[src/rtl/cpu_defs.svh]
// shared sizes for the two-core memory subsystem
// include in any file that needs a width, the ram depth or its latency

`ifndef CPU_DEFS_SVH
`define CPU_DEFS_SVH

// data word bits
`define WORD_W 32
// word address bits
`define ADDR_W 8
// words held by the ram
`define RAM_DEPTH 256
// cycles from request to ACCESS
`define RAM_LAT 3
// cores on the bus, controller is built for two
`define CPUS 2

`endif

[src/rtl/cpu_types_pkg.sv]
// types shared by the controller, the ram model and both interfaces
// import wherever a word, an address or a state is declared

`include "cpu_defs.svh"

package cpu_types_pkg;

   typedef logic [`WORD_W-1:0] word_t;   // one data word
   typedef logic [`ADDR_W-1:0] addr_t;   // word address

   // ram status, decoded every cycle
   typedef enum logic [1:0] {
      FREE,     // no request
      BUSY,     // latency running
      ACCESS,   // data valid or write lands
      ERROR     // address past the end
   } ramstate_t;

   // coherence controller states, digit is the requesting core
   typedef enum logic [2:0] {
      IDLE, SNOOP0, SNOOP1, CACHE0, CACHE1, MEM0, MEM1
   } cc_state_t;

endpackage

[src/rtl/cache_control_if.sv]
// per-core bus between the two caches and the coherence controller
// every signal is an array with one entry per core
// the controller takes modport ctrl, the cache side is modport cache

`timescale 1ns/100ps
`include "cpu_defs.svh"

interface cache_control_if;
   import cpu_types_pkg::*;

   // instruction port
   logic  [`CPUS-1:0] iREN;
   addr_t [`CPUS-1:0] iaddr;
   logic  [`CPUS-1:0] iwait;
   word_t [`CPUS-1:0] iload;    // raw ram data, valid while iwait low

   // data port
   logic  [`CPUS-1:0] dREN;
   logic  [`CPUS-1:0] dWEN;
   addr_t [`CPUS-1:0] daddr;
   word_t [`CPUS-1:0] dstore;
   logic  [`CPUS-1:0] dwait;
   word_t [`CPUS-1:0] dload;

   // coherence
   logic  [`CPUS-1:0] ccwrite;      // cache holds line modified, or writes with invalidate
   logic  [`CPUS-1:0] cctrans;      // closes the open data transaction
   logic  [`CPUS-1:0] ccwait;       // core is being snooped
   logic  [`CPUS-1:0] ccinv;        // drop the line at ccsnoopaddr
   addr_t [`CPUS-1:0] ccsnoopaddr;  // address to look up in the snoop tags

   modport ctrl (
      input  iREN, iaddr,
      input  dREN, dWEN, daddr, dstore,
      input  ccwrite, cctrans,
      output iwait, iload,
      output dwait, dload,
      output ccwait, ccinv, ccsnoopaddr
   );

   modport cache (
      output iREN, iaddr,
      output dREN, dWEN, daddr, dstore,
      output ccwrite, cctrans,
      input  iwait, iload,
      input  dwait, dload,
      input  ccwait, ccinv, ccsnoopaddr
   );

endinterface

[src/rtl/ram_if.sv]
// single ram port between the coherence controller and the ram model
// controller takes modport ctrl, the ram takes modport mem

`timescale 1ns/100ps

interface ram_if;
   import cpu_types_pkg::*;

   logic      ramREN;
   logic      ramWEN;
   addr_t     ramaddr;
   word_t     ramstore;
   word_t     ramload;    // only meaningful in ACCESS
   ramstate_t ramstate;

   modport ctrl (
      output ramREN,
      output ramWEN,
      output ramaddr,
      output ramstore,
      input  ramload,
      input  ramstate
   );

   modport mem (
      input  ramREN,
      input  ramWEN,
      input  ramaddr,
      input  ramstore,
      output ramload,
      output ramstate
   );

endinterface

[src/rtl/memory_control.sv]
// coherence controller and ram arbiter for two snooping cores
// a data request snoops the other core, then goes cache to cache or to ram
// instruction fetches use the ram only in IDLE, core 0 first
// all outputs are combinational from the registered state

`timescale 1ns/100ps

module memory_control (
   input logic           CLK,
   input logic           nRST,
   cache_control_if.ctrl ccif,
   ram_if.ctrl           ramif
);
   import cpu_types_pkg::*;

   cc_state_t   state, next_state;
   addr_t [1:0] snoop_q;    // snoop address held per target core
   logic        req;        // core that owns the open transaction
   logic        oth;        // the core being snooped
   logic        snooping;
   logic        ram_done;

   assign req      = (state == SNOOP1) || (state == CACHE1) || (state == MEM1);
   assign oth      = !req;
   assign snooping = (state == SNOOP0) || (state == SNOOP1);
   assign ram_done = (ramif.ramstate == ACCESS);  // word done this cycle

   always_ff @(posedge CLK, negedge nRST) begin
      if (!nRST) begin
         state <= IDLE;
      end else begin
         state <= next_state;
      end
   end

   // hold-over for the snooped address, so it stays put once idle
   always_ff @(posedge CLK, negedge nRST) begin
      if (!nRST) begin
         snoop_q <= '0;
      end else if (snooping) begin
         snoop_q[oth] <= ccif.daddr[req];
      end
   end

   always_comb begin
      next_state = state;
      case (state)
         IDLE: begin
            if (ccif.dREN[0] || ccif.dWEN[0]) begin  // core 0 first
               next_state = SNOOP0;
            end else if (ccif.dREN[1] || ccif.dWEN[1]) begin
               next_state = SNOOP1;
            end
         end
         SNOOP0: next_state = ccif.ccwrite[1] ? CACHE0 : MEM0;
         SNOOP1: next_state = ccif.ccwrite[0] ? CACHE1 : MEM1;
         CACHE0, CACHE1: begin
            // done once the owner leaves M, or it moved to another line
            if (!ccif.ccwrite[oth] || (ccif.daddr[0] != ccif.daddr[1])) begin
               next_state = IDLE;
            end
         end
         MEM0, MEM1: begin
            if (ccif.cctrans[req]) begin
               next_state = IDLE;
            end
         end
         default: next_state = IDLE;
      endcase
   end

   // iload is the ram bus itself, the core qualifies it with iwait
   assign ccif.iload[0] = ramif.ramload;
   assign ccif.iload[1] = ramif.ramload;

   always_comb begin
      // nothing granted, ram idle
      ramif.ramREN     = 1'b0;
      ramif.ramWEN     = 1'b0;
      ramif.ramaddr    = ccif.iaddr[0];
      ramif.ramstore   = '0;
      ccif.iwait       = '1;
      ccif.dwait       = '1;
      ccif.dload[0]    = ramif.ramload;
      ccif.dload[1]    = ramif.ramload;
      ccif.ccwait      = '0;
      ccif.ccinv       = '0;
      ccif.ccsnoopaddr = snoop_q;
      case (state)
         IDLE: begin
            if (ccif.iREN[0]) begin
               ramif.ramREN  = 1'b1;
               ramif.ramaddr = ccif.iaddr[0];
               ccif.iwait[0] = !ram_done;
            end else if (ccif.iREN[1]) begin
               ramif.ramREN  = 1'b1;
               ramif.ramaddr = ccif.iaddr[1];
               ccif.iwait[1] = !ram_done;
            end
         end
         SNOOP0, SNOOP1: begin
            ccif.ccwait[oth]      = 1'b1;             // freeze the other core
            ccif.ccsnoopaddr[oth] = ccif.daddr[req];  // live address this cycle
            ccif.ccinv[oth]       = ccif.ccwrite[req] & ccif.dWEN[req];
         end
         CACHE0, CACHE1: begin
            ccif.ccwait[oth] = 1'b1;
            // requester gets the owner's word straight away
            ccif.dload[req]  = ccif.dstore[oth];
            ccif.dwait[req]  = 1'b0;
            // owner's word goes back to ram in parallel
            ramif.ramWEN     = ccif.dWEN[oth];
            ramif.ramaddr    = ccif.daddr[oth];
            ramif.ramstore   = ccif.dstore[oth];
            ccif.dwait[oth]  = !ram_done;  // owner waits for the write to land
         end
         MEM0, MEM1: begin
            ramif.ramWEN    = ccif.dWEN[req];
            ramif.ramREN    = ccif.dREN[req] & !ccif.dWEN[req];  // write wins
            ramif.ramaddr   = ccif.daddr[req];
            ramif.ramstore  = ccif.dstore[req];
            ccif.dwait[req] = !ram_done;
         end
         default: ;
      endcase
   end

   a_ram_one_op: assert property (@(posedge CLK) disable iff (!nRST)
      !(ramif.ramREN && ramif.ramWEN));

   // one fetch at a time, whatever the cores request
   a_one_fetch: assert property (@(posedge CLK) disable iff (!nRST)
      |ccif.iwait);

   // ram ownership ends only on cctrans
   a_mem_hold: assert property (@(posedge CLK) disable iff (!nRST)
      ((state == MEM0) && !ccif.cctrans[0]) || ((state == MEM1) && !ccif.cctrans[1])
      |=> state == $past(state));

endmodule

[src/flat_wrapper.sv]
// flat-port wrapper written by rule: the top's interface ports become plain ports
module memory_control_flat import cpu_types_pkg::*;
  (CLK, nRST, ccif_iREN, ccif_iaddr, ccif_dREN, ccif_dWEN, ccif_daddr, ccif_dstore, ccif_ccwrite, ccif_cctrans, ccif_iwait, ccif_iload, ccif_dwait, ccif_dload, ccif_ccwait, ccif_ccinv, ccif_ccsnoopaddr, ramif_ramREN, ramif_ramWEN, ramif_ramaddr, ramif_ramstore, ramif_ramload, ramif_ramstate);
  cache_control_if ccif_i ();
  ram_if ramif_i ();
  input logic CLK;
  input logic nRST;
  input wire logic [$bits(ccif_i.iREN)-1:0] ccif_iREN;
  input wire logic [$bits(ccif_i.iaddr)-1:0] ccif_iaddr;
  input wire logic [$bits(ccif_i.dREN)-1:0] ccif_dREN;
  input wire logic [$bits(ccif_i.dWEN)-1:0] ccif_dWEN;
  input wire logic [$bits(ccif_i.daddr)-1:0] ccif_daddr;
  input wire logic [$bits(ccif_i.dstore)-1:0] ccif_dstore;
  input wire logic [$bits(ccif_i.ccwrite)-1:0] ccif_ccwrite;
  input wire logic [$bits(ccif_i.cctrans)-1:0] ccif_cctrans;
  output wire logic [$bits(ccif_i.iwait)-1:0] ccif_iwait;
  output wire logic [$bits(ccif_i.iload)-1:0] ccif_iload;
  output wire logic [$bits(ccif_i.dwait)-1:0] ccif_dwait;
  output wire logic [$bits(ccif_i.dload)-1:0] ccif_dload;
  output wire logic [$bits(ccif_i.ccwait)-1:0] ccif_ccwait;
  output wire logic [$bits(ccif_i.ccinv)-1:0] ccif_ccinv;
  output wire logic [$bits(ccif_i.ccsnoopaddr)-1:0] ccif_ccsnoopaddr;
  output wire logic [$bits(ramif_i.ramREN)-1:0] ramif_ramREN;
  output wire logic [$bits(ramif_i.ramWEN)-1:0] ramif_ramWEN;
  output wire logic [$bits(ramif_i.ramaddr)-1:0] ramif_ramaddr;
  output wire logic [$bits(ramif_i.ramstore)-1:0] ramif_ramstore;
  input wire logic [$bits(ramif_i.ramload)-1:0] ramif_ramload;
  input wire logic [$bits(ramif_i.ramstate)-1:0] ramif_ramstate;
  assign ccif_i.iREN = ccif_iREN;
  assign ccif_i.iaddr = ccif_iaddr;
  assign ccif_i.dREN = ccif_dREN;
  assign ccif_i.dWEN = ccif_dWEN;
  assign ccif_i.daddr = ccif_daddr;
  assign ccif_i.dstore = ccif_dstore;
  assign ccif_i.ccwrite = ccif_ccwrite;
  assign ccif_i.cctrans = ccif_cctrans;
  assign ccif_iwait = ccif_i.iwait;
  assign ccif_iload = ccif_i.iload;
  assign ccif_dwait = ccif_i.dwait;
  assign ccif_dload = ccif_i.dload;
  assign ccif_ccwait = ccif_i.ccwait;
  assign ccif_ccinv = ccif_i.ccinv;
  assign ccif_ccsnoopaddr = ccif_i.ccsnoopaddr;
  assign ramif_ramREN = ramif_i.ramREN;
  assign ramif_ramWEN = ramif_i.ramWEN;
  assign ramif_ramaddr = ramif_i.ramaddr;
  assign ramif_ramstore = ramif_i.ramstore;
  assign ramif_i.ramload = ramif_ramload;
  assign ramif_i.ramstate = ramif_ramstate;
  memory_control u_core (.CLK(CLK), .nRST(nRST), .ccif(ccif_i), .ramif(ramif_i));
endmodule
[config.mk]
export PLATFORM = sky130hd
export DESIGN_NAME = memory_control_flat
export DESIGN_NICKNAME = d
export VERILOG_FILES = /design/src/rtl/cpu_types_pkg.sv /design/src/rtl/cache_control_if.sv /design/src/rtl/ram_if.sv /design/src/rtl/memory_control.sv /design/src/flat_wrapper.sv
export VERILOG_INCLUDE_DIRS = /design/src /design/src/rtl
export SDC_FILE = /design/constraint.sdc
export NUM_CORES = 1
export LEC_CHECK = 0
export BUFFER_PORTS_ARGS = -buffer_cell sky130_fd_sc_hd__clkbuf_2
export CAP_MARGIN = 25
export CORE_AREA = 2 2 129 131
export CTS_BUF_LIST = sky130_fd_sc_hd__clkbuf_4
export DETAILED_ROUTE_END_ITERATION = 10
export DIE_AREA = 0 0 131 133
export PLACE_DENSITY = 0.59
export SLEW_MARGIN = 5
export SYNTH_ARGS = -nofsm -noshare
export SYNTH_HDL_FRONTEND = slang
export SYNTH_SLANG_ARGS = --single-unit
[constraint.sdc]
create_clock -name CLK -period 1.9 [get_ports CLK]
set_input_delay 0.475 -clock CLK [delete_from_list [all_inputs] [get_ports CLK]]
set_output_delay 0.475 -clock CLK [all_outputs]
set_load 0.01 [all_outputs]
== Yosys cells after proc, flatten, opt, wreduce, memory -nomap -nowiden ==
Cells that the tools add are included.
Storage, ports and cells
  register bits: 19
  input bits: 142
  output and inout bits: 194
  word-level logic and storage cells: 96
Cells by class
  order comparisons: 4
  equal/unequal tests: 11
  multiplexer cells: 55
  bitwise operators: 5
  reductions and logical operators: 18
Operators by type and width (count)
  2-to-1 mux 32 bit: 5
  bitwise mux 64 bit: 1
  2-to-1 mux 64 bit: 1
  one-hot mux 32 bit (2 select lines): 1
  2-to-1 mux 8 bit: 7
  demux 32 bit (select 1 bit): 1
  one-hot mux 8 bit (3 select lines): 1
  2-to-1 mux 1 bit: 19
  bitwise mux 16 bit: 1
  2-to-1 mux 16 bit: 1
  2-to-1 mux 3 bit: 5
  one-hot mux 3 bit (5 select lines): 1
  equality test 3 bit, second input constant: 3
  demux 8 bit (select 1 bit): 1
  2-to-1 mux 2 bit: 4
  != test 8 bit: 1
  equality test 3 x 2 -> 1 bit, second input constant: 2
  logical OR 1 bit: 6
  OR reduction 2 bit: 3
  logical NOT 1 bit: 4
  < comparator 1 x 2 -> 1 bit, second input constant: 2
  != test 2 x 1 -> 1 bit, second input constant: 2
  one-hot mux 1 bit (2 select lines): 2
  one-hot mux 2 bit (2 select lines): 1
  other kinds (14): 18

== Longest topological paths before layout ==
Gate-level depths: netlist (run 1).
  word-level depth: 10
  gate-level depth with buffers: 7
  mapped depth without buffers: 4

== Worst setup path after synthesis (run 1) ==
No wires, ideal clock.
  path type: flip-flop to output port
  start point: reg u_core.state[2]
  end point: out ccif_dload[25]
  data arrival time: 1.531 ns
  required time: 1.425 ns
  path slack: -0.106 ns
  cell stages (with the launch flop): 7
  path buffers: 4
  path through: dfrtp_1 -> buf_4 -> and3b_1 -> clkbuf_2 -> buf_2 -> buf_6 -> mux2_2
On the way
  word-level cells in the longest chain between the ends: 9
  elaborated cells between the ends (all ways): 16
  those cells by class: order compare: 2; eq/ne: 4; mux: 6; reduce/logical: 4
Ends and longest elaborated chain
  from (decl): line memory_control.sv:16  | cc_state_t state, next_state;
  from (signal assigned): line memory_control.sv:32  | state <= next_state;
  equality test 3 x 2 -> 1 bit or equality test 3 bit (tied branches): line memory_control.sv:23, memory_control.sv:89
  logical OR 1 bit (2 in a row): line memory_control.sv:23  | assign req = (state == SNOOP1) || (state == CACHE1) || (state == MEM1);
  < comparator 1 x 2 -> 1 bit (implied by the code) or >= comparator 1 bit (tied branches): line memory_control.sv:109  | ccif.dload[req] = ccif.dstore[oth];
  logical AND 1 bit (implied by the code): line memory_control.sv:109
  2-to-1 mux 32 bit (implied by the code): line memory_control.sv:109
  demux 32 bit (select 1 bit)
  bitwise mux 64 bit: line memory_control.sv:109
  2-to-1 mux 64 bit *: line memory_control.sv:89  | case (state)
  to (decl): line flat_wrapper.sv:19  | output wire logic [$bits(ccif_i.dload)-1:0] ccif_dload;
Every way passes the cells marked *; elsewhere a longest branch is shown, timed or not. The select of a mux whose other input is x is not followed.

== Final worst setup path (run 1) ==
  start point: reg u_core.state[1]
  end point: out ccif_dload[49]
The elaborated chain is that of the path after synthesis.

==> results of run 1 <==
-- registers in the layout, summed over array words and instances, names as in the netlist --
register and flops:
u_core.snoop_q 16, u_core.state 3
-- cell usage after synthesis (all sizes together) --
library cell | number | area (um2)
and3 | 2 | 12.5
and4bb | 1 | 12.5
a2bb2oi | 1 | 8.76
nand2 | 3 | 11.3
nor3 | 3 | 31.3
a21oi | 2 | 10.0
nor2b | 4 | 25.0
nor4 | 2 | 12.5
dfrtp | 19 | 475
o41ai | 1 | 8.76
a311oi | 1 | 8.76
o21a | 1 | 7.51
a21boi | 2 | 15.0
and4 | 1 | 8.76
nand4b | 1 | 8.76
buf | 87 | 611
and2 | 1 | 6.26
a31oi | 2 | 12.5
xnor2 | 1 | 8.76
inv | 3 | 11.3
nor3b | 4 | 35.0
nor2 | 4 | 15.0
and3b | 2 | 17.5
a22o | 82 | 718
clkbuf | 9 | 35.0
xor2 | 8 | 70.1
o22ai | 1 | 6.26
mux2 | 80 | 901
o21ai | 6 | 30.0
nor4b | 1 | 8.76
a221o | 8 | 80.1
-- through the flow --
stage | instance area [um2] | instances | setup slack, ns
detailed placement | 4980 | 846 | -0.384
global route | 5790 | 865 | -0.540
finish | 5790 | 865 | -0.479
floorplan | 3260 | 343 | -0.0305
CTS | 5400 | 859 | -0.494
global placement | 4980 | 846 | -0.386
-- per-layer routing --
layer,up-vias,routed length [um],GRT usage
met5,-,0,0
met3,8,903,0.0158
met4,0,176,0.0331
met2,189,8290,0.292
met1,1949,6710,0.194
li1,1872,-,-
-- critical path: stages, from the launching register on --
cell and delay (ns):
dfrtp_2 0.48, buf_6 0.13, nor3b_4 0.21, buf_6 0.19
buf_12 0.14, mux2_4 0.32, buf_6 0.13
-- cell families after synthesis --
logic type | synth area share
AOI/OAI and AO/OA | 0.281
buffers and inverters | 0.204
muxes | 0.280
and+or+nand+nor | 0.0637
DFF | 0.148
xor gates and xnor gates | 0.0245
-- worst max path at each step --
| stage | slack [ns] | depth (start not counted) | from | end |
|---|---|---|---|---|
| 4_1_cts | -0.49 | 4 | u_core.state[2] | ccif_dload[23] |
| 3_3_place_gp | -0.39 | 5 | ccif_iREN[1] | ramif_ramaddr[5] |
| 2_1_floorplan | -0.03 | 6 | u_core.state[2] | ccif_dload[25] |
| 3_5_place_dp | -0.38 | 4 | u_core.state[0] | ramif_ramaddr[5] |
| 6_report | -0.48 | 6 | u_core.state[1] | ccif_dload[49] |
| 5_1_grt | -0.54 | 5 | u_core.state[0] | ccif_dload[14] |
-- power by group through the flow --
stage	Combinational, mW	Clock [mW]	Sequential (mW)
detailed placement	5.24	0	0.717
finish	6.48	0.229	0.703
global route	6.89	0.251	0.730
floorplan	3.18	0	0.659
CTS	6.00	0.236	0.700
global placement	5.25	0	0.705
-- what timing repair did --
| action | 4_1_cts | 5_1_grt |
|---|---|---|
| setup buffers | 7 | 4 |
| gates resized for setup | 68 | 92 |
| gates cloned | 2 | 6 |
| pin swaps | 4 | 8 |
| setup endpoints to repair | 129 | 133 |
-- layout make-up --
type	instances	area [um2]
Tap cell	220	275
Sequential cell	19	479
Timing Repair Buffer	394	2620
Inverter	3	16.3
Fill cell	1643	10400
Clock buffer	4	30.0
Multi-Input combinational cell	225	2370
==> results.toml, run 1 <==
[outcome]
status = "complete, but fails checks"
violations = "setup timing"

[hold_path]
hp-class = "in -> async"

[timing]
relSlewSlack = 0.498
final.setup.worst_slack_ns = -0.479
hold_slack_ns = 0.115
min_period_over_period = 1.25
period_needed_ns = 2.38
fmax_mhz = 420
setup_viol = 129
grt_setup_unrepaired = "true"
setup_tns_ns = -53.70
fin_worst_skew_ns = 0.0101
maxSlewViolCount = 0
worstMarginPinSlew_ns = 0.746
hold_viol = 0

[critical_path]
reg2reg_slack_ns = 0.01
worstSetupPathType = "reg -> out"
r2r-start = "u_core.state[2]"
crit_arrival_ns = 1.90
crit_fanout = 6
worstReg2RegEnd = "u_core.state[0]"
r2r_cells = 8
cp-start-kind = "flip-flop"
end_kind = "primary output"
cp.required_ns = 1.42

[drt]
dr.pass1.iters = 4
wl_per_cell_um = 18.6
vias_per_cell = 4.65
drcViolationCount = 0
vias = 4018
drtAntennaViolNets = 0
wirelength_um = 16100
dr.first_iter.drc_count = 139

[clock_network]
clk_pin_slew_ns = 0.12
cts_root_buf = "clkbuf_4"
postCtsHoldBufs = 0
cts.sinks = 19
clk_path_buf_depth = 2
clk_latency_ns = 0.30
cts_tree = "done"
numCtsBuffers = 3
ctsHtreeMaxLevel = 1

[placement]
globalplace.congestion = 0.760
dpl.hpwl_um = 11500
io_buffer_count = 335

[floorplan]
die_h_um = 133
top_level_ports = 336
start_util = 0.199
dieArea_mm2 = 0.0174
dieWidth_um = 131
coreArea_mm2 = 0.0162
rows = 47

[yosys]
synth.distinct_cells = 38
syn_nets = 485
yosys_register_bits = 19
synth.cell_area_mm2 = 0.00322
yosysWarnings = 0
avgSynthCellArea_um2 = 9.40
syn_inst = 343
ys_seq_area_frac = 0.148

[pwr]
fin_total_pwr_mw = 7.41
pwr_density_cell_mw_per_mm2 = 1280
irDropWorstVdd_uv = 616
intPower_mw = 4.14
sequentialPowerShare = 0.095
clkPwrFrac = 0.031
p_sw_mw = 3.27
leakagePower_nw = 3.05
comb_power_share = 0.874
netSwitchingFraction = 0.441

[finish]
syn_to_final_growth_pct = 79.8
diodes = 0
final_util = 0.358
fin_nets = 788
final_layout_size_suffix_gt1_frac = 0.774
mostFrequentLayoutCells = "clkbuf_2, a22o_1, mux2_4"
final_common_cell = "clkbuf_2"

[run]
cap_viol_max_count = 0

[grt]
grt_max_degree = 28
grt_pass1_vias = 3822
grt_pass1_wl_um = 21300
grt_overflow_total = 0
antenna_found_initial = 0
grtUsageTotal = 0.158
No activity file was read; power rests on OpenSTA's default activity.
==> run 2: changes to the inputs <==
--- a/config.mk
+++ b/config.mk
@@ -6,13 +6,13 @@
 export SDC_FILE = /design/constraint.sdc
 export NUM_CORES = 1
 export LEC_CHECK = 0
-export BUFFER_PORTS_ARGS = -buffer_cell sky130_fd_sc_hd__clkbuf_2
 export CAP_MARGIN = 25
-export CORE_AREA = 2 2 129 131
+export CORE_AREA = 2 2 132 134
 export CTS_BUF_LIST = sky130_fd_sc_hd__clkbuf_4
 export DETAILED_ROUTE_END_ITERATION = 10
-export DIE_AREA = 0 0 131 133
-export PLACE_DENSITY = 0.59
+export DIE_AREA = 0 0 134 136
+export DONT_BUFFER_PORTS = 1
+export PLACE_DENSITY = 0.39
 export SLEW_MARGIN = 5
 export SYNTH_ARGS = -nofsm -noshare
 export SYNTH_HDL_FRONTEND = slang
==> run 2 against run 1 <==
Compared with the run above: final cell count is 37% lower; clock skew is 0.0050 ns lower; maximum frequency is 0.40% higher; register-to-register slack got worse by 0.19 ns; the flow still finishes with violations (setup timing); worst setup slack better by 0.0094 ns; die area up 4.6%; clock-buffer cell count did not move; sequential power shrank 1%; largest cell class is now multi-input combinational cells; power shrank 3.8%; core utilization down 8.7 points; worst hold slack gained 0.22 ns; sequential share of layout area increased by 2.2 points.
==> results.toml, run 2 (same netlist as run 1, synthesis figures left out) <==
[critical_path]
r2r-start = "u_core.state[1]"
cp-start-kind = "flip-flop"
crit_fanout = 5
crit_slowest_cell = "dfrtp_2"
crit_end = "ramif_ramaddr[1]"
crit_arrival_ns = 1.89
slowest_delay_ns = 0.48
crit_top_cell = "a22o_1"
startpoint = "u_core.state[1]"
cp.required_ns = 1.42
reg2reg_slack_ns = -0.18
worstSetupPathType = "reg -> out"
r2r_cells = 8
worstReg2RegEnd = "u_core.state[0]"
path_cells = "buf_6 > nor2b_4 > clkbuf_16 > a22o_1 > a22o_1 > a221o_1"
end_kind = "primary output"

[drt]
vias = 2926
vias_per_cell = 5.36
wirelength_um = 14700
drtAntennaViolNets = 0
dr.first_iter.drc_count = 104
dr.pass1.iters = 4
drcViolationCount = 0
wl_per_cell_um = 26.9

[finish]
final_common_cell = "mux2_4"
largest_registers = "u_core.snoop_q: 16 flops, u_core.state: 3 flops"
syn_to_final_growth_pct = 41.9
fillers = 1745
finalNonFillerCells = 546
final_layout_size_suffix_gt1_frac = 0.639
top_register = "u_core.snoop_q"
largest_register_ffs = 16
fin_nets = 464
diodes = 0
mostFrequentLayoutCells = "mux2_4, a22o_1, a22o_4"

[hold_path]
hp-class = "in -> reg"

[timing]
min_period_over_period = 1.25
worstMarginPinSlew_ns = 0.921
setup_viol = 131
relSlewSlack = 0.384
hold_viol = 0
fmax_mhz = 422
period_needed_ns = 2.37
hold_slack_ns = 0.330
maxSlewViolCount = 0
final.setup.worst_slack_ns = -0.469
grt_setup_unrepaired = "true"
fin_worst_skew_ns = 0.00511

[grt]
grt_overflow_total = 0
antenna_found_initial = 1
grt_pass1_wl_um = 19600
grt_max_degree = 20
grt_pass1_vias = 3098
grtUsageTotal = 0.141

[pwr]
leakagePower_nw = 1.93
pwr_density_cell_mw_per_mm2 = 1560
fin_total_pwr_mw = 7.12
irDropWorstVdd_uv = 729

[placement]
dpl.hpwl_um = 9570
io_buffer_count = 0
globalplace.congestion = 0.776
dp.cells = 506

[clock_network]
cts.sinks = 19
clk_path_buf_depth = 2
cts_tree = "done"
numCtsBuffers = 3
ctsHtreeMaxLevel = 1
clk_latency_ns = 0.32
clk_pin_slew_ns = 0.12
cts_root_buf = "clkbuf_4"

[outcome]
status = "complete, but fails checks"
violations = "setup timing"

[floorplan]
dieArea_mm2 = 0.0182
top_level_ports = 336
die_h_um = 136
coreArea_mm2 = 0.0169
rows = 48
start_util = 0.191
dieWidth_um = 134

[run]
cap_viol_max_count = 0
## run 2: per-stage QoR
stage / setup WS [ns] / instance area [um2] / setup TNS (ns) / utilization
floorplan: -0.0305 / 3260 / -0.447 / -
global placement: -0.163 / 3230 / -5.79 / 0.192
detailed placement: -0.250 / 3230 / -8.41 / 0.192
CTS: -0.478 / 4380 / -49.62 / 0.260
global route: -0.521 / 4570 / -55.79 / 0.271
finish: -0.469 / 4570 / -49.61 / 0.271
## run 2: report_power, final
group / switching, mW / leakage [nW] / internal [mW]
registers: 0.0820 / 0.223 / 0.614
logic: 2.91 / 1.68 / 3.27
clock network: 0.149 / 0.0184 / 0.0967
## run 2: worst max-delay path: cells and delay by family (launching register included)
family                 cells  cell delay [ns]
AOI/OAI and AO/OA          3             0.67
DFF                        1             0.48
and+or+nand+nor            1             0.15
buffers and inverters      2             0.29
## run 2: how the worst min path moves through the flow
stage | start | cells after the start | end | slack (ns)
global route | ccif_daddr[14] | 1 | u_core.snoop_q[6] | 0.33
finish | ccif_daddr[10] | 1 | u_core.snoop_q[2] | 0.33
CTS | ccif_daddr[12] | 1 | u_core.snoop_q[4] | 0.32
detailed placement | nRST | 0 | u_core.snoop_q[8] | 0.18
global placement | nRST | 0 | u_core.snoop_q[8] | 0.18
floorplan | nRST | 0 | u_core.snoop_q[0] | 0.18
## run 2: metal layers
layer | vias to the layer above | part of all wire | GRT usage
li1 | 1219 | - | -
met1 | 1494 | 0.39 | 0.164
met2 | 199 | 0.53 | 0.270
met3 | 12 | 0.076 | 0.0276
met4 | 2 | 0.010 | 0.0254
met5 | - | 0.00082 | 0
## run 2: repair_timing
action,in CTS,in global routing
hold buffers,1,0
gates cloned,12,3
setup endpoints to repair,131,132
pin swaps,25,13
hold endpoints to repair,19,0
setup buffers,21,7
gates resized for setup,139,38
## run 2: layout make-up
class                           count  area (um2)  area share
Inverter                            3        16.3     0.00356
Tap cell                          225         282      0.0615
Timing Repair Buffer               70        1060       0.232
Clock buffer                        4        30.0     0.00656
Sequential cell                    19         479       0.105
Multi-Input combinational cell    225        2710       0.591
